File: config.mk
export PLATFORM = sky130hd
export DESIGN_NAME = raster_prim_addr
export DESIGN_NICKNAME = d
export VERILOG_FILES = /design/src/hdl/raster_mem_pkg.sv /design/src/hdl/raster_prim_addr.sv
export SDC_FILE = /design/constraint.sdc
export NUM_CORES = 2
export LEC_CHECK = 0
export ABC_AREA = 1
export BUFFER_PORTS_ARGS = -buffer_cell sky130_fd_sc_hd__buf_2
export CORE_MARGIN = 1.5
export CORE_UTILIZATION = 40
export CTS_BUF_LIST = sky130_fd_sc_hd__clkbuf_2 sky130_fd_sc_hd__clkbuf_4 sky130_fd_sc_hd__clkbuf_8
export DETAILED_ROUTE_END_ITERATION = 10
export GPL_TIMING_DRIVEN = 0
export PLACE_DENSITY = 0.67
export SLEW_MARGIN = 20
export SYNTH_ARGS = -nofsm -noshare
export SYNTH_HDL_FRONTEND = slang
export SYNTH_SLANG_ARGS = --single-unit
File: constraint.sdc
create_clock -name clk -period 7.5 [get_ports clk]
set_clock_uncertainty 0.2 [all_clocks]
set_input_delay 0 -clock clk [delete_from_list [all_inputs] [get_ports clk]]
set_output_delay 0 -clock clk [all_outputs]
set_load 0.01 [all_outputs]
File: src/hdl/raster_mem_pkg.sv
`default_nettype none

package raster_mem_pkg;

    parameter int DATA_BITS         = 32;
    parameter int DIM_BITS          = 16;
    parameter int NUM_LANES         = 9;
    parameter int WORD_BYTES        = 4;
    parameter int PRIM_ADDR_LATENCY = 3;

    // Kind of a memory request, returned unchanged with its response
    typedef enum logic [1:0] {
        TILE_FETCH      = 2'd1,
        PRIM_ID_FETCH   = 2'd2,
        PRIM_DATA_FETCH = 2'd3
    } fetch_kind_e;

    // Tile fetch reads the coordinate and count words
    localparam logic [NUM_LANES-1:0] TILE_MASK      = 9'b0_0000_0011;
    localparam logic [NUM_LANES-1:0] PRIM_ID_MASK   = 9'b0_0000_0001;
    localparam logic [NUM_LANES-1:0] PRIM_DATA_MASK = 9'b1_1111_1111;

    typedef logic signed [DATA_BITS-1:0] edge_word_t;

    typedef struct packed {
        logic [DATA_BITS-1:0] num_tiles;
        logic [DATA_BITS-1:0] tbuf_base;
        logic [DATA_BITS-1:0] pbuf_base;
        logic [DATA_BITS-1:0] pbuf_stride;
    } raster_cfg_t;

    typedef struct packed {
        logic                                 valid;
        fetch_kind_e                          kind;
        logic [NUM_LANES-1:0]                 mask;
        logic [NUM_LANES-1:0][DATA_BITS-1:0]  addr;
    } mem_req_t;

    typedef struct packed {
        logic                                 valid;
        fetch_kind_e                          kind;
        logic [NUM_LANES-1:0][DATA_BITS-1:0]  data;
    } mem_rsp_t;

    // Row index sits in the high half-word
    typedef struct packed {
        logic [DIM_BITS-1:0] row;
        logic [DIM_BITS-1:0] col;
    } tile_coord_t;

    // Lane 0 holds tile coordinates or a primitive id, depending on the kind
    typedef union packed {
        tile_coord_t          coord;
        logic [DATA_BITS-1:0] raw;
    } tile_word_u;

    typedef struct packed {
        logic [DIM_BITS-1:0]    x_loc;
        logic [DIM_BITS-1:0]    y_loc;
        edge_word_t [2:0][2:0]  edges;
        logic [DATA_BITS-1:0]   pid;
    } raster_packet_t;

endpackage

`default_nettype wire
File: src/hdl/raster_prim_addr.sv
`timescale 1ns/1ps
`default_nettype none

module raster_prim_addr (
    input  wire logic                                 clk,
    input  wire logic                                 reset,
    input  wire logic                                 pid_valid,
    input  wire logic [raster_mem_pkg::DATA_BITS-1:0] pid,
    input  wire logic [raster_mem_pkg::DATA_BITS-1:0] pbuf_base,
    input  wire logic [raster_mem_pkg::DATA_BITS-1:0] pbuf_stride,
    output logic                                      addr_valid,
    output logic [raster_mem_pkg::NUM_LANES-1:0][raster_mem_pkg::DATA_BITS-1:0] edge_addr
);
    localparam int DW  = raster_mem_pkg::DATA_BITS;
    localparam int LAT = raster_mem_pkg::PRIM_ADDR_LATENCY;

    logic [LAT-1:0] valid_sr;
    logic [DW-1:0]  prod_q;
    logic [DW-1:0]  prim_base_q;

    // Valid bit travels alongside the three data stages
    always_ff @(posedge clk) begin
        if (reset) begin
            valid_sr <= '0;
        end else begin
            valid_sr <= {valid_sr[LAT-2:0], pid_valid};
        end
    end

    // Stage 1 multiply, stage 2 base add, stage 3 per-lane offsets
    always_ff @(posedge clk) begin
        prod_q      <= pid * pbuf_stride;
        prim_base_q <= pbuf_base + prod_q;
        for (int i = 0; i < raster_mem_pkg::NUM_LANES; i++) begin
            edge_addr[i] <= prim_base_q + DW'(raster_mem_pkg::WORD_BYTES * i);
        end
    end

    assign addr_valid = valid_sr[LAT-1];

endmodule

`default_nettype wire

==> results_dict.tcl <==
set metrics [dict create \
    first_pass_iters 5 \
    rows 98 \
    finalCriticalPeriod_ns 7.13 \
    clock_sinks 326 \
    via_per_inst 4.72 \
    slew_headroom 0.375 \
    path_clk_slew_ns 0.07 \
    ys_ff_latch 326 \
    cp-end-kind "register" \
    dpl_cell_area_um2 31900 \
    fillers 7053 \
    min_path_cells 4 \
    path_buf_inv 7 \
    hold-path-endpoint "prod_q[0]" \
    crit_slowest_cell "clkbuf_1" \
    met1_usage 0.276 \
    status "completed" \
    drc 0 \
    placed_cells 4869 \
    crit_family "adder cells" \
    h-tree-depth 2 \
    synthTopCellsByArea "fa_1 28%, dfxtp_1 23%, nand2_1 12%" \
    netlist_top_cells_count "927 x nand2_1, 880 x inv_1, 409 x fa_1" \
    met3_usage 0.0373 \
    cpPeakStageDelay_ns 0.65 \
    path_class "in -> reg" \
    rr_startpoint "prod_q[0]" \
    drive_gt1_frac 0.142 \
    cp.depth 25 \
    root_buffer "clkbuf_8" \
    critical_path_required_ns 7.78 \
    drv_cap 0 \
    drt_iter0_markers 1450 \
    hold_path_class "in -> reg" \
    io_buffer_count 362 \
    synth_top_cell_area_share 0.283 \
    gp_congestion 0.976 \
    r2r_cells 13 \
    crit_top_cell "fa_1" \
    hold_viol_final 0 \
    numCtsBuffers 43 \
    grt_pass1_wl_um 140000 \
    synth_most_common_cell "nand2_1" \
    rsz0062_at_grt "yes" \
    grt_pass1_vias 24600 \
    post-route-cell-area_um2 33600 \
    fmax_mhz 140 \
    wl_per_cell_um 18.3 \
    ant_nets 0 \
    ys.flop_type "dfxtp_1" \
    core_region_area_um2 71500 \
    setup_viol 0 \
    critPathMaxFanout 10 \
    syn_to_final_growth_pct 16.2 \
    syn_nets 4229 \
    netlist_area_um2 28900 \
    ys_types 49 \
    async_flop_share 0 \
    post_cts_buffers 0 \
    vias 23700 \
    grtUsageTotal 0.250 \
    num_io_pins 388 \
    grt.busiest_layer "met2" \
    antenna_found_initial 3 \
    clkLatencyLatePin_ns 0.58 \
    yosys_warnings 0 \
    nNetsFinal 4695 \
    instances_no_fill 5012 \
    rrSetupSlack_ns 3.46 \
    slew_violations 0 \
    die_h_um 272 \
    cts_tree "built" \
    final.setup.tns_ns 0 \
    worst_pin_slew_ns 0.937 \
    syn_area_per_cell_um2 8.13 \
    overflow 0 \
    r2r_end "prim_base_q[28]" \
    start_util 0.405 \
    synth_edf_count 0 \
    hp-start "pid[0]" \
    use_met2 0.460 \
    die_width_um 272 \
    wirelength_um 91800 \
    cts_buffer_depth 3 \
    period_share 0.950 \
    yosysTopAreaCell "fa_1" \
    hpwlAfterDp_um 76800 \
    synth-seq-area-share 0.226 \
    dieArea_um2 73900 \
    grt_max_degree 13 \
    arrival_ns 7.41 \
    syn_inst 3557 \
    cp-start-kind "input pin" \
]
[sequential cells by signal, indices dropped and copies added, names as in the netlist]
signal and cells:
prod_q 32, valid_sr 3, edge_addr 259, prim_base_q 32
[layout make-up]
type | count | area, um2 | area share
antenna | 4 | 10.0 | 0.000298
buffer | 152 | 757 | 0.0225
clock buffer | 55 | 719 | 0.0214
clock inverter | 25 | 353 | 0.0105
inverter | 914 | 3430 | 0.102
multi-input combinational | 2165 | 18200 | 0.542
sequential | 326 | 6530 | 0.194
tap | 950 | 1190 | 0.0354
timing repair buffer | 421 | 2400 | 0.0715
[how the worst max path moves through the flow]
stage | to | from | slack (ns)
floorplan | prod_q[29] | pbuf_stride[13] | 0.93
global placement | prod_q[26] | pbuf_stride[7] | -0.43
CTS | prod_q[26] | pbuf_stride[7] | 0.11
detailed placement | prod_q[26] | pbuf_stride[7] | -0.49
finish | prod_q[26] | pbuf_stride[6] | 0.37
global route | prod_q[26] | pid[16] | -0.01
[routing by layer]
metal | routed length, um | vias up | part of all wire
met3 | 6680 | 221 | 0.073
met4 | 5240 | 0 | 0.057
met1 | 33600 | 11400 | 0.37
met2 | 46300 | 987 | 0.50
li1 | - | 11100 | -
met5 | 0 | - | 0
[logic make-up (layout without fill, tap and decap cells)]
| logic type | Yosys count | after routing | synth area share |
|---|---|---|---|
| AOI/OAI and AO/OA | 171 | 171 | 0.0327 |
| other | 0 | 4 | 0 |
| adders and majority gates | 573 | 573 | 0.354 |
| DFF | 326 | 326 | 0.226 |
| buffers and inverters | 1066 | 1567 | 0.144 |
| muxes | 2 | 2 | 0.000779 |
| xor gates and xnor gates | 243 | 243 | 0.0741 |
| and+or+nand+nor | 1176 | 1176 | 0.168 |
[repair_timing]
item,CTS,global route
hold buffers,59,0
hold endpoints to repair,36,0
setup endpoints to repair,0,7
gates resized for setup,0,21
[through the flow]
stage	hold WS [ns]	setup WS, ns	util
2_1_floorplan	-0.129	0.933	-
3_3_place_gp	-0.0101	-0.434	0.447
3_5_place_dp	-0.00775	-0.487	0.447
4_1_cts	0.0501	0.107	0.470
5_1_grt	0.111	-0.0114	0.470
6_report	0.0590	0.371	0.470
[cell usage in the layout (no fill, tap or decap), drive strengths merged]
cell,n
dlygate4sd3,59
clkinv,14
nor4b,1
a31oi,4
dfxtp,326
inv,912
and3,2
a21o,7
a221oi,6
buf,415
a21oi,65
a211oi,1
nand2,935
mux2,2
nor4,7
o21ai,74
clkinvlp,5
ha,164
o211a,1
xnor2,20
nand4,10
diode,4
nand3,64
o211ai,2
a21boi,2
nor3,26
xor2,223
bufinv,8
clkbuf,154
fa,409
nand3b,9
a31o,1
nor2,122
o21bai,8
[worst reg2reg max path, stage by stage, from the launching register on]
cell and delay, ns:
dfxtp_1 0.31, ha_1 0.16, inv_1 0.05, fa_1 0.40, o21ai_1 0.23, a21oi_1 0.20
o21ai_2 0.25, a21oi_1 0.15, o21ai_0 0.51, nand3_1 0.23, nand3_1 0.11, dlygate4sd3_1 0.54
nand2_1 0.05, dlygate4sd3_1 0.55
Power is not shown: default switching activity piles up to over one toggle a cycle in this logic, so the estimate is an artifact.
