===== src/hdl/raster_mem_pkg.sv =====
`default_nettype none

package raster_mem_pkg;

    parameter int DATA_BITS         = 32;
    parameter int DIM_BITS          = 16;
    parameter int NUM_LANES         = 9;
    parameter int WORD_BYTES        = 4;
    parameter int PRIM_ADDR_LATENCY = 3;

    // Kind of a memory request, returned unchanged with its response
    typedef enum logic [1:0] {
        TILE_FETCH      = 2'd1,
        PRIM_ID_FETCH   = 2'd2,
        PRIM_DATA_FETCH = 2'd3
    } fetch_kind_e;

    // Tile fetch reads the coordinate and count words
    localparam logic [NUM_LANES-1:0] TILE_MASK      = 9'b0_0000_0011;
    localparam logic [NUM_LANES-1:0] PRIM_ID_MASK   = 9'b0_0000_0001;
    localparam logic [NUM_LANES-1:0] PRIM_DATA_MASK = 9'b1_1111_1111;

    typedef logic signed [DATA_BITS-1:0] edge_word_t;

    typedef struct packed {
        logic [DATA_BITS-1:0] num_tiles;
        logic [DATA_BITS-1:0] tbuf_base;
        logic [DATA_BITS-1:0] pbuf_base;
        logic [DATA_BITS-1:0] pbuf_stride;
    } raster_cfg_t;

    typedef struct packed {
        logic                                 valid;
        fetch_kind_e                          kind;
        logic [NUM_LANES-1:0]                 mask;
        logic [NUM_LANES-1:0][DATA_BITS-1:0]  addr;
    } mem_req_t;

    typedef struct packed {
        logic                                 valid;
        fetch_kind_e                          kind;
        logic [NUM_LANES-1:0][DATA_BITS-1:0]  data;
    } mem_rsp_t;

    // Row index sits in the high half-word
    typedef struct packed {
        logic [DIM_BITS-1:0] row;
        logic [DIM_BITS-1:0] col;
    } tile_coord_t;

    // Lane 0 holds tile coordinates or a primitive id, depending on the kind
    typedef union packed {
        tile_coord_t          coord;
        logic [DATA_BITS-1:0] raw;
    } tile_word_u;

    typedef struct packed {
        logic [DIM_BITS-1:0]    x_loc;
        logic [DIM_BITS-1:0]    y_loc;
        edge_word_t [2:0][2:0]  edges;
        logic [DATA_BITS-1:0]   pid;
    } raster_packet_t;

endpackage

`default_nettype wire

===== src/hdl/raster_rs.sv =====
`timescale 1ns/1ps
`default_nettype none

module raster_rs #(
    parameter int RS_SIZE   = 8,
    parameter int SLICE_NUM = 4
) (
    input  wire logic                           clk,
    input  wire logic                           reset,
    input  wire logic                           rs_write,
    input  wire raster_mem_pkg::raster_packet_t rs_packet,
    input  wire logic [SLICE_NUM-1:0]           slice_ready,
    output logic                                rs_free,
    output logic                                out_valid,
    output raster_mem_pkg::raster_packet_t      out_packet,
    output logic [((SLICE_NUM > 1) ? $clog2(SLICE_NUM) : 1)-1:0] out_slice
);
    localparam int RS_BITS    = (RS_SIZE > 1) ? $clog2(RS_SIZE) : 1;
    localparam int SLICE_BITS = (SLICE_NUM > 1) ? $clog2(SLICE_NUM) : 1;
    localparam int ENC_W      = (RS_SIZE > SLICE_NUM) ? RS_SIZE : SLICE_NUM;
    localparam int ENC_BITS   = (ENC_W > 1) ? $clog2(ENC_W) : 1;

    raster_mem_pkg::raster_packet_t slot_q [RS_SIZE];
    logic [RS_SIZE-1:0]    slot_valid;
    logic [RS_SIZE-1:0]    wr_mask;
    logic [RS_BITS-1:0]    free_idx, disp_idx;
    logic [SLICE_BITS-1:0] ready_idx;
    logic                  dispatch;

    // Index of the lowest set bit, zero when none is set
    function automatic logic [ENC_BITS-1:0] lowest_set(input logic [ENC_W-1:0] vec);
        logic [ENC_BITS-1:0] idx;
        idx = '0;
        for (int i = ENC_W - 1; i >= 0; i--) begin
            if (vec[i]) begin
                idx = ENC_BITS'(i);
            end
        end
        return idx;
    endfunction

    assign free_idx  = RS_BITS'(lowest_set(ENC_W'(~slot_valid)));
    assign disp_idx  = RS_BITS'(lowest_set(ENC_W'(slot_valid)));
    assign ready_idx = SLICE_BITS'(lowest_set(ENC_W'(slice_ready)));

    // A slot taken by this cycle's write no longer counts as free
    always_comb begin
        wr_mask = '0;
        if (rs_write) begin
            wr_mask[free_idx] = 1'b1;
        end
    end
    assign rs_free = |(~slot_valid & ~wr_mask);

    // At most one dispatch every other cycle
    assign dispatch = (|slot_valid) && (|slice_ready) && !out_valid;

    always_ff @(posedge clk) begin
        if (reset) begin
            slot_valid <= '0;
            out_valid  <= 1'b0;
        end else begin
            out_valid <= dispatch;
            if (rs_write) begin
                slot_valid[free_idx] <= 1'b1;
            end
            // Dispatch only touches a valid slot, never the one being written
            if (dispatch) begin
                slot_valid[disp_idx] <= 1'b0;
            end
        end
    end

    always_ff @(posedge clk) begin
        if (rs_write) begin
            slot_q[free_idx] <= rs_packet;
        end
        if (dispatch) begin
            out_packet <= slot_q[disp_idx];
            out_slice  <= ready_idx;
        end
    end

endmodule

`default_nettype wire


===== config.mk =====
export PLATFORM = sky130hd
export DESIGN_NAME = raster_rs
export DESIGN_NICKNAME = d
export VERILOG_FILES = /design/src/hdl/raster_mem_pkg.sv /design/src/hdl/raster_rs.sv
export SDC_FILE = /design/constraint.sdc
export NUM_CORES = 2
export LEC_CHECK = 0
export ABC_AREA = 1
export BUFFER_PORTS_ARGS = -buffer_cell sky130_fd_sc_hd__buf_2
export CAP_MARGIN = 5
export CORE_MARGIN = 2
export CORE_UTILIZATION = 35
export CTS_CLUSTER_SIZE = 25
export DETAILED_ROUTE_END_ITERATION = 16
export GPL_TIMING_DRIVEN = 0
export PLACE_DENSITY_LB_ADDON = 0.05
export SYNTH_ARGS = -nofsm -noshare
export SYNTH_HDL_FRONTEND = slang
export SYNTH_SLANG_ARGS = --single-unit

===== constraint.sdc =====
create_clock -name clk -period 26.5 [get_ports clk]
set_input_delay 2.65 -clock clk [delete_from_list [all_inputs] [get_ports clk]]
set_output_delay 2.65 -clock clk [all_outputs]
set_load 0.01 [all_outputs]

==> results.yml <==
status:
  outcome: "completed"
logic_synthesis:
  synthCells: 12700
  syn-num-nets: 13100
  syn_avg_cell_area_um2: 10.6
  seq_area_frac_synth_pct: 70.5
  ys_warn_count: 0
  syn-cell-area_um2: 135000
  synth-seq-cells: 3179
  netlist-cell-type-count: 23
min_path:
  holdPathEnd: "slot_valid[5]"
  hp-class: "reg -> reg"
  holdPathStages: 4
  worst_hold_startpoint: "slot_valid[5]"
global_route:
  gr-total-overflow: 0
  antenna_found_initial: 203
  grt_usage_pct: 22.3
  grt_max_degree: 83
  grt_pass1_vias: 87400
  grt_pass1_wl_um: 630000
cells_and_area:
  final_cell_mix: "inv_1 (3538), edfxtp_1 (3170), nand3_1 (2822)"
  fin_nets: 14300
  drive_above_1_share_pct: 11.8
  final_common_cell: "inv_1"
  final_core_util_pct: 41.6
  fill_cells: 36900
  area_growth_pct: 18.4
  multi_input_area_um2: 23800
  final_cell_count_no_fill: 19400
  seq_area_um2: 95400
critical_path:
  path_class: "in -> out"
  path_max_fanout: 5
  critPathRequiredTime_ps: 23850
  crit_path_start_kind: "input port"
  arrival_ps: 4020
  crit_chain: "buf_2 -> inv_1 -> nor2_1 -> nand2_1 -> o21ai_0 -> nand3_1 -> nor2_1 -> nand2_1 -> buf_2"
  cp_slowest_stage_delay_ps: 310
  critPathSlowestCell: "o21ai_0"
  r2r_cells: 15
  timing.rr.start: "slot_valid[7]"
  cp_top_family: "simple AND/OR/NAND/NOR gates"
  reg2reg_to: "slot_q[0][41]"
  crit_buf_inv: 3
  reg2reg_slack_ps: 22870
  cp-end-kind: "output port"
drt:
  route.detailed.drc: 0
  routedWlPerCell_um: 23.1
  finalWirelength_um: 447000
  dr.pass1.iters: 5
  drt_iter0_markers: 6690
  via_per_inst: 4.67
  vias: 90400
  final_antenna_net_count: 0
cts:
  cts_htree_levels: 5
  clk_pin_slew_ps: 60
  cts_buffer_depth: 4
  insertion_delay_ps: 950
  clk_root_buffer_cell: "clkbuf_16"
  cts_setup_buffers: 0
  cts_tree: "built"
  cts.sinks: 3179
  postCtsHoldBufs: 0
  cts_buffers: 368
  cts.repair.resized: 0
floorplanning:
  ios: 715
  core-area_um2: 385000
  fp.dieH_um: 626
  chipWidth_um: 626
  die_area_um2: 391000
  std_cell_rows: 228
  start_util_pct: 35.1
timing:
  finalHoldViolCount: 0
  tightest_slew_ps: 1210
  hold_ws_ps: 634
  period_needed_ps: 6670
  relSlewSlack_pct: 19.4
  fin_setup_tns_ps: 0
  drv_slew: 0
  period_share_pct: 25.2
  max_clock_freq_mhz: 150
  rsz0062_at_grt: "no"
  clock_skew_ps: 39.9
  report.final.setup_viol: 0
place:
  dp_hpwl_um: 293000
  io_buffers: 714
  gp_congestion: 0.795
  placedCellCount: 18600
power_and_ir_drop:
  power_density_nw_per_um2: 74.6
  peakVddDrop_mv: 0.0530
  leakagePower_nw: 70.8
  p_total_w: 0.0119
flow_run:
  maxCapViolCount: 0
worst max-delay path by stage:
| stage | start | to | slack [ps] | cells after the start |
|---|---|---|---|---|
| after CTS | rs_write | rs_free | 19830 | 9 |
| after floorplan | rs_write | slot_q[2][0] | 5490 | 4 |
| after detailed placement | rs_write | rs_free | 19830 | 9 |
| after global routing | rs_write | rs_free | 19730 | 9 |
| after global placement | rs_write | slot_q[2][285] | -17150 | 5 |
| final | rs_write | rs_free | 19830 | 9 |
area by class of cell:
cell class              instances  area share [%]
plain buffers                 624            1.74
well taps                    5060            3.96
clock buffers                 454            6.07
flip-flops and latches       3179            59.6
diodes                         71           0.111
repair buffers                856            4.15
clock inverters               200            1.17
multi-input cells            5377            14.9
inverters                    3543            8.32
per-layer routing:
| layer | vias to the layer above | GRT usage, % | share of wire, % |
|---|---|---|---|
| met4 | 64 | 8.01 | 3.6 |
| met5 | - | 0 | 0.090 |
| met3 | 834 | 3.54 | 5.6 |
| li1 | 43100 | - | - |
| met2 | 2539 | 37.8 | 48 |
| met1 | 43900 | 28.9 | 42 |
where the power goes:
group          internal (W)  leakage (nW)  switching (W)
clock network       0.00288          5.65        0.00208
logic              0.000278          36.2       0.000854
registers           0.00577          29.0      0.0000772
total               0.00893          70.8        0.00301
registers in the layout, indices dropped and copies added, names as in the netlist:
signal      flops
out_valid       1
out_slice       2
out_packet    352
slot_valid      8
slot_q       2816
worst reg2reg max path, stage by stage, from the launching register on:
cell,delay (ps)
dfxtp_1,410
inv_1,100
nand2_1,60
nand2_1,50
nand2_1,60
nand2_1,90
nand2_1,160
nand2_1,100
nand2_1,240
inv_1,200
nor2_4,630
buf_12,280
buf_12,240
buf_12,260
buf_12,220
buf_12,220
cells by family after synthesis:
family,count (synthesis),share of synthesized area (%)
compound gates,11,0.0490
simple gates,5366,17.5
flops,3179,70.5
buf+inv,4167,11.9
per-stage QoR:
stage          setup WS, ps  instance area, um2
5_1_grt               19730              160000
6_report              19830              160000
3_5_place_dp          19830              148000
4_1_cts               19830              160000
2_1_floorplan          5490              135000
3_3_place_gp         -17150              145000
Yosys cell counts:
master	n	share of area, %
nand4_1	1	0.0046
nor3_1	4	0.015
buf_4	15	0.083
o21ai_0	2	0.0074
buf_2	290	1.1
a211oi_1	2	0.011
nand2_1	2510	7.0
clkbuf_1	254	0.71
nand2_4	1	0.0083
buf_1	63	0.17
buf_6	2	0.017
a31oi_1	2	0.0093
inv_1	3540	9.8
a21oi_2	1	0.0065
a21oi_1	3	0.011
nand3_1	2822	10
edfxtp_1	3170	70
nor2_1	26	0.072
inv_2	3	0.0083
o21ai_1	1	0.0037
dfxtp_1	9	0.13
nand3b_1	1	0.0056
nand2_2	1	0.0046
No activity file was read; power rests on OpenSTA's default activity.
