**src/hdl/raster_mem_pkg.sv**
```systemverilog
`default_nettype none

package raster_mem_pkg;

    parameter int DATA_BITS         = 32;
    parameter int DIM_BITS          = 16;
    parameter int NUM_LANES         = 9;
    parameter int WORD_BYTES        = 4;
    parameter int PRIM_ADDR_LATENCY = 3;

    // Kind of a memory request, returned unchanged with its response
    typedef enum logic [1:0] {
        TILE_FETCH      = 2'd1,
        PRIM_ID_FETCH   = 2'd2,
        PRIM_DATA_FETCH = 2'd3
    } fetch_kind_e;

    // Tile fetch reads the coordinate and count words
    localparam logic [NUM_LANES-1:0] TILE_MASK      = 9'b0_0000_0011;
    localparam logic [NUM_LANES-1:0] PRIM_ID_MASK   = 9'b0_0000_0001;
    localparam logic [NUM_LANES-1:0] PRIM_DATA_MASK = 9'b1_1111_1111;

    typedef logic signed [DATA_BITS-1:0] edge_word_t;

    typedef struct packed {
        logic [DATA_BITS-1:0] num_tiles;
        logic [DATA_BITS-1:0] tbuf_base;
        logic [DATA_BITS-1:0] pbuf_base;
        logic [DATA_BITS-1:0] pbuf_stride;
    } raster_cfg_t;

    typedef struct packed {
        logic                                 valid;
        fetch_kind_e                          kind;
        logic [NUM_LANES-1:0]                 mask;
        logic [NUM_LANES-1:0][DATA_BITS-1:0]  addr;
    } mem_req_t;

    typedef struct packed {
        logic                                 valid;
        fetch_kind_e                          kind;
        logic [NUM_LANES-1:0][DATA_BITS-1:0]  data;
    } mem_rsp_t;

    // Row index sits in the high half-word
    typedef struct packed {
        logic [DIM_BITS-1:0] row;
        logic [DIM_BITS-1:0] col;
    } tile_coord_t;

    // Lane 0 holds tile coordinates or a primitive id, depending on the kind
    typedef union packed {
        tile_coord_t          coord;
        logic [DATA_BITS-1:0] raw;
    } tile_word_u;

    typedef struct packed {
        logic [DIM_BITS-1:0]    x_loc;
        logic [DIM_BITS-1:0]    y_loc;
        edge_word_t [2:0][2:0]  edges;
        logic [DATA_BITS-1:0]   pid;
    } raster_packet_t;

endpackage

`default_nettype wire
```
**src/hdl/raster_fetch_ctrl.sv**
```systemverilog
`timescale 1ns/1ps
`default_nettype none

module raster_fetch_ctrl #(
    parameter int TILE_SIZE = 16
) (
    input  wire logic                             clk,
    input  wire logic                             reset,
    input  wire logic                             start,
    input  wire raster_mem_pkg::raster_cfg_t      cfg,
    input  wire raster_mem_pkg::mem_rsp_t         mem_rsp,
    input  wire logic                             rs_free,
    input  wire logic                             addr_valid,
    input  wire logic [raster_mem_pkg::NUM_LANES-1:0][raster_mem_pkg::DATA_BITS-1:0] edge_addr,
    output raster_mem_pkg::mem_req_t              mem_req,
    output logic                                  pid_valid,
    output logic [raster_mem_pkg::DATA_BITS-1:0]  pid,
    output logic                                  rs_write,
    output raster_mem_pkg::raster_packet_t        rs_packet,
    output logic                                  busy
);
    localparam int TILE_BITS = $clog2(TILE_SIZE);
    localparam int DW        = raster_mem_pkg::DATA_BITS;
    localparam int DIM       = raster_mem_pkg::DIM_BITS;

    logic [DW-1:0]  num_tiles_q, tile_count, prim_count, num_prims;
    logic [DW-1:0]  tbuf_ptr, ptr_next, tile_base;
    logic [DIM-1:0] x_loc_q, y_loc_q;
    logic [DW-1:0]  pid_q;
    logic           id_pending;
    logic           start_ok, rsp_tile, rsp_id, rsp_data;
    logic           last_prim, last_tile, want_id;
    raster_mem_pkg::tile_word_u lane0;
    raster_mem_pkg::mem_req_t   req_next;

    assign lane0.raw = mem_rsp.data[0];

    assign start_ok  = start && !busy && (cfg.num_tiles != '0);
    assign rsp_tile  = busy && mem_rsp.valid && (mem_rsp.kind == raster_mem_pkg::TILE_FETCH);
    assign rsp_id    = busy && mem_rsp.valid && (mem_rsp.kind == raster_mem_pkg::PRIM_ID_FETCH);
    assign rsp_data  = busy && mem_rsp.valid && (mem_rsp.kind == raster_mem_pkg::PRIM_DATA_FETCH);
    assign last_prim = (prim_count + 1'b1) == num_prims;
    assign last_tile = (tile_count + 1'b1) == num_tiles_q;

    // An id fetch is owed after a tile, after a non-final primitive, or while stalled
    assign want_id = id_pending || rsp_tile || (rsp_data && !last_prim);

    // The id goes straight into the address pipeline
    assign pid_valid = rsp_id;
    assign pid       = lane0.raw;

    // Packet is written into the station while the data response is on the bus
    assign rs_write = rsp_data;
    always_comb begin
        rs_packet.x_loc = x_loc_q;
        rs_packet.y_loc = y_loc_q;
        rs_packet.pid   = pid_q;
        for (int i = 0; i < raster_mem_pkg::NUM_LANES; i++) begin
            rs_packet.edges[i / 3][i % 3] = raster_mem_pkg::edge_word_t'(mem_rsp.data[i]);
        end
    end

    // Next request; at most one source is active in any cycle
    always_comb begin
        tile_base     = start_ok ? cfg.tbuf_base : tbuf_ptr;
        ptr_next      = tbuf_ptr;
        req_next.valid = 1'b0;
        req_next.kind  = raster_mem_pkg::TILE_FETCH;
        req_next.mask  = '0;
        req_next.addr  = '0;
        if (start_ok || (rsp_data && last_prim && !last_tile)) begin
            req_next.valid   = 1'b1;
            req_next.mask    = raster_mem_pkg::TILE_MASK;
            req_next.addr[0] = tile_base;
            req_next.addr[1] = tile_base + DW'(raster_mem_pkg::WORD_BYTES);
            ptr_next         = tile_base + DW'(2 * raster_mem_pkg::WORD_BYTES);
        end else if (want_id && rs_free) begin
            req_next.valid   = 1'b1;
            req_next.kind    = raster_mem_pkg::PRIM_ID_FETCH;
            req_next.mask    = raster_mem_pkg::PRIM_ID_MASK;
            req_next.addr[0] = tbuf_ptr;
            ptr_next         = tbuf_ptr + DW'(raster_mem_pkg::WORD_BYTES);
        end else if (addr_valid) begin
            req_next.valid = 1'b1;
            req_next.kind  = raster_mem_pkg::PRIM_DATA_FETCH;
            req_next.mask  = raster_mem_pkg::PRIM_DATA_MASK;
            req_next.addr  = edge_addr;
        end
    end

    always_ff @(posedge clk) begin
        if (reset) begin
            mem_req.valid <= 1'b0;
        end else begin
            mem_req <= req_next;
        end
    end

    always_ff @(posedge clk) begin
        if (reset) begin
            busy       <= 1'b0;
            id_pending <= 1'b0;
            tile_count <= '0;
            prim_count <= '0;
        end else begin
            id_pending <= want_id && !rs_free;
            tbuf_ptr   <= ptr_next;
            if (start_ok) begin
                busy        <= 1'b1;
                num_tiles_q <= cfg.num_tiles;
                tile_count  <= '0;
                prim_count  <= '0;
            end
            if (rsp_tile) begin
                x_loc_q   <= DIM'(lane0.coord.col << TILE_BITS);
                y_loc_q   <= DIM'(lane0.coord.row << TILE_BITS);
                num_prims <= mem_rsp.data[1];
            end
            if (rsp_id) begin
                pid_q <= lane0.raw;
            end
            if (rsp_data) begin
                if (last_prim) begin
                    prim_count <= '0;
                    tile_count <= tile_count + 1'b1;
                    // Job ends with the last primitive of the last tile
                    if (last_tile) begin
                        busy <= 1'b0;
                    end
                end else begin
                    prim_count <= prim_count + 1'b1;
                end
            end
        end
    end

endmodule

`default_nettype wire

```
**config.mk**
```make
export PLATFORM = sky130hd
export DESIGN_NAME = raster_fetch_ctrl
export DESIGN_NICKNAME = d
export VERILOG_FILES = /design/src/hdl/raster_mem_pkg.sv /design/src/hdl/raster_fetch_ctrl.sv
export SDC_FILE = /design/constraint.sdc
export NUM_CORES = 1
export LEC_CHECK = 0
export ABC_AREA = 0
export BUFFER_PORTS_ARGS = -buffer_cell sky130_fd_sc_hd__buf_2
export CAP_MARGIN = 25
export CORE_AREA = 2 2 550 552
export DETAILED_ROUTE_END_ITERATION = 8
export DIE_AREA = 0 0 552 554
export PLACE_DENSITY = 0.3
export SETUP_SLACK_MARGIN = 0.5
export SKIP_CTS_REPAIR_TIMING = 1
export SLEW_MARGIN = 15
export SYNTH_ARGS = -nofsm -noshare
export SYNTH_HDL_FRONTEND = slang
export SYNTH_SLANG_ARGS = --single-unit
```
**constraint.sdc**
```tcl
create_clock -name clk -period 11.78 [get_ports clk]
set_input_delay 0 -clock clk [delete_from_list [all_inputs] [get_ports clk]]
set_output_delay 0 -clock clk [all_outputs]
set_load 0.02 [all_outputs]
```
==> impl_metrics.ini <==
[min_path]
hp-class = input pin to register
hold_start = cfg[82]
hold_depth = 6

[layout]
utilization_pct = 13.9
fillCellCount = 33960
final_common_cell = buf_2
final_cell_mix = buf_2 (877), dlygate4sd3_1 (514), edfxtp_1 (445)
synthToLayoutAreaGrowth_pct = 54.0
drive_gt1_share_pct = 30.3
fin_nets = 4219

[floorplan]
die_h_um = 554
core_area_um2 = 299000
start_util_pct = 9.00
io_pins = 1399
dieArea_um2 = 306000
die_w_um = 552
rows = 201

[timing]
hold_violations = 1
rsz0062_at_grt = false
skew_ps = 68.3
slew_violations = 0
timing.fmax_ghz = 0.142
relSlewSlack_pct = 34.7
whs_ps = -40.8
setup_viol = 0
period_minus_slack_ps = 7060
period_share_pct = 59.9
worst_pin_slew_ps = 978
fin_ws_ps = 4720
final.setup.tns_ps = 0

[clocking]
root_buffer = clkbuf_16
cts_sinks = 512
cts_max_level = 3
clkTransAtPathRegs_ps = 60
clock_path_buffers = 4
cts_made_buffers = 80
cts_tree = done
worstSkewPairLatency_ps = 780

[synthesis]
netlist-cell-type-count = 75
ys_async_sr_fraction_pct = 0
synth_xor_area_share_pct = 5.43
ys_ff_latch = 512
synth_area_um2 = 26900
synthMuxAreaShare_pct = 1.69
synth-seq-area-share_pct = 54.6
yosysWarnings = 0
syn_avg_cell_area_um2 = 11.0
synth_edf_count = 445
synth_flop_cell = edfxtp_1
synthSimpleGateAreaFrac_pct = 18.5
synth_compound_area_share_pct = 7.82
synthAdderAreaFrac_pct = 0.232
synth_top_family_by_area = simple AND/OR/NAND/NOR gates
synthCells = 2458

[placement]
hpwl_um = 125000
dpl_worst_slack_ps = 5150
portBuffers = 878
gp_congestion = 0.807

[critical_path]
cpPeakStageDelay_ps = 840
r2r_cells = 15
critPathSlowestCell = nor4_2
crit_start = prim_count[0]$_SDFFE_PP0P_
crit_type = register to register
arrival_ps = 7560
path_max_fanout = 102
cp-end-kind = register
crit_required_ps = 12280
critPathTopFamily = simple AND/OR/NAND/NOR gates
cp_common_cell = buf_4
worstPathCellList = ha_1 -> nand4_1 -> nor4_2 -> nand3_1 -> o311ai_1 -> o22ai_1 -> or4_1 -> a311oi_4 -> buf_4 -> or2_4 -> nor3_4 -> buf_12 -> buf_4 -> a22o_1 -> dlygate4sd3_1
start_kind = register
cp.depth = 15
crit_buf_inv = 4
r2r-start = prim_count[0]$_SDFFE_PP0P_

[route]
viasPerCell = 3.06
drc = 0
wl_met2_um = 83000
wl_met3_um = 10400
wl_per_cell_um = 21.0
routed_wl_um = 158000
m1WireLength_um = 60000
top_layer_used = met5
drt-pass1-iter-count = 7
first_iter_violations = 1321
routed-via-count = 23073
ant_nets = 0

[grt]
grt_max_degree = 103
grt_pass1_wl_um = 203000
antenna_found_initial = 61
grtUsageTotal_pct = 9.77
gr-total-overflow = 0
grt_pass1_vias = 21380

[power]
p_per_area_nw_per_um2 = 130
ir_drop_mv = 0.0939
p_leak_nw = 15.1

[status]
violations = negative hold slack
status = finished, violations left

[flow_run]
cap_violations = 0
==> worst register-to-register path: cells and delay by family (launching register included) <==
| kind | cells | cell delay [ps] |
|---|---|---|
| AOI/OAI and AO/OA | 4 | 1340 |
| adders and majority gates | 1 | 300 |
| buffers and inverters | 4 | 1800 |
| DFF | 1 | 440 |
| and+or+nand+nor | 6 | 2920 |
==> cell families (layout without fill, tap and decap cells) <==
kind of cell / Yosys count / after routing
buf+inv: 492 / 1582
flops: 512 / 512
simple gates: 903 / 903
compound gates: 333 / 333
other cells: 1 / 27
mux: 45 / 45
xor+xnor: 167 / 167
fa+ha+maj: 5 / 5
==> Yosys cell counts (50+ instances only) <==
master | n | area [µm²]
and2_1 | 254 | 1590
clkbuf_1 | 93 | 349
a21oi_1 | 101 | 505
edfxtp_1 | 445 | 13400
o21ai_0 | 82 | 410
dfxtp_1 | 67 | 1340
nand2_1 | 143 | 537
xor2_1 | 50 | 438
buf_4 | 334 | 2510
nand3_1 | 89 | 445
xnor2_1 | 117 | 1020
nor2_1 | 143 | 537
==> final timing paths <==
path | end | slack [ps]
worst max-delay path | mem_req[52]$_DFFE_PN_ | 4720
worst min-delay path | tbuf_ptr[19]$_DFFE_PP_ | -40
worst max register to register | mem_req[52]$_DFFE_PN_ | 4720
worst min register to register | tile_count[31]$_SDFF_PP0_ | 510
==> layout make-up <==
class	instances	area, µm²	share of cell area [%]
timing repair buffer	1429	9870	23.8
clock buffer	89	2040	4.91
clock inverter	46	569	1.37
tap	3958	4950	11.9
multi-input combinational	1461	9210	22.2
inverter	18	75.1	0.181
antenna	19	47.5	0.115
sequential	512	14700	35.5
==> state kept, by name, indices dropped and copies added, names as in the netlist <==
| register | flops |
|---|---|
| busy | 1 |
| id_pending | 1 |
| mem_req | 294 |
| num_prims | 32 |
| num_tiles_q | 32 |
| pid_q | 32 |
| prim_count | 32 |
| tbuf_ptr | 32 |
| tile_count | 32 |
| x_loc_q | 12 |
| y_loc_q | 12 |
==> metrics by stage <==
step	cell area [µm²]	cells	power, mW	hold WS, ps
2_1_floorplan	26900	2465	2.59	78.5
3_3_place_gp	33600	6861	2.82	0.137
3_5_place_dp	33700	6864	2.82	0.137
4_1_cts	36300	6999	5.43	-707
5_1_grt	41400	7527	5.66	-5.56
6_report	41500	7532	5.40	-40.8
==> routing by layer <==
| layer | global-route usage [%] | up-vias |
|---|---|---|
| li1 | - | 10574 |
| met1 | 10.0 | 11158 |
| met2 | 18.4 | 1053 |
| met3 | 3.51 | 260 |
| met4 | 2.88 | 28 |
| met5 | 0 | - |
==> power by group <==
part	total, mW	internal (mW)	switching [mW]
logic	0.781	0.312	0.469
registers	2.12	2.07	0.0473
clock network	2.50	1.50	0.995
No activity file was read; power rests on OpenSTA's default activity.
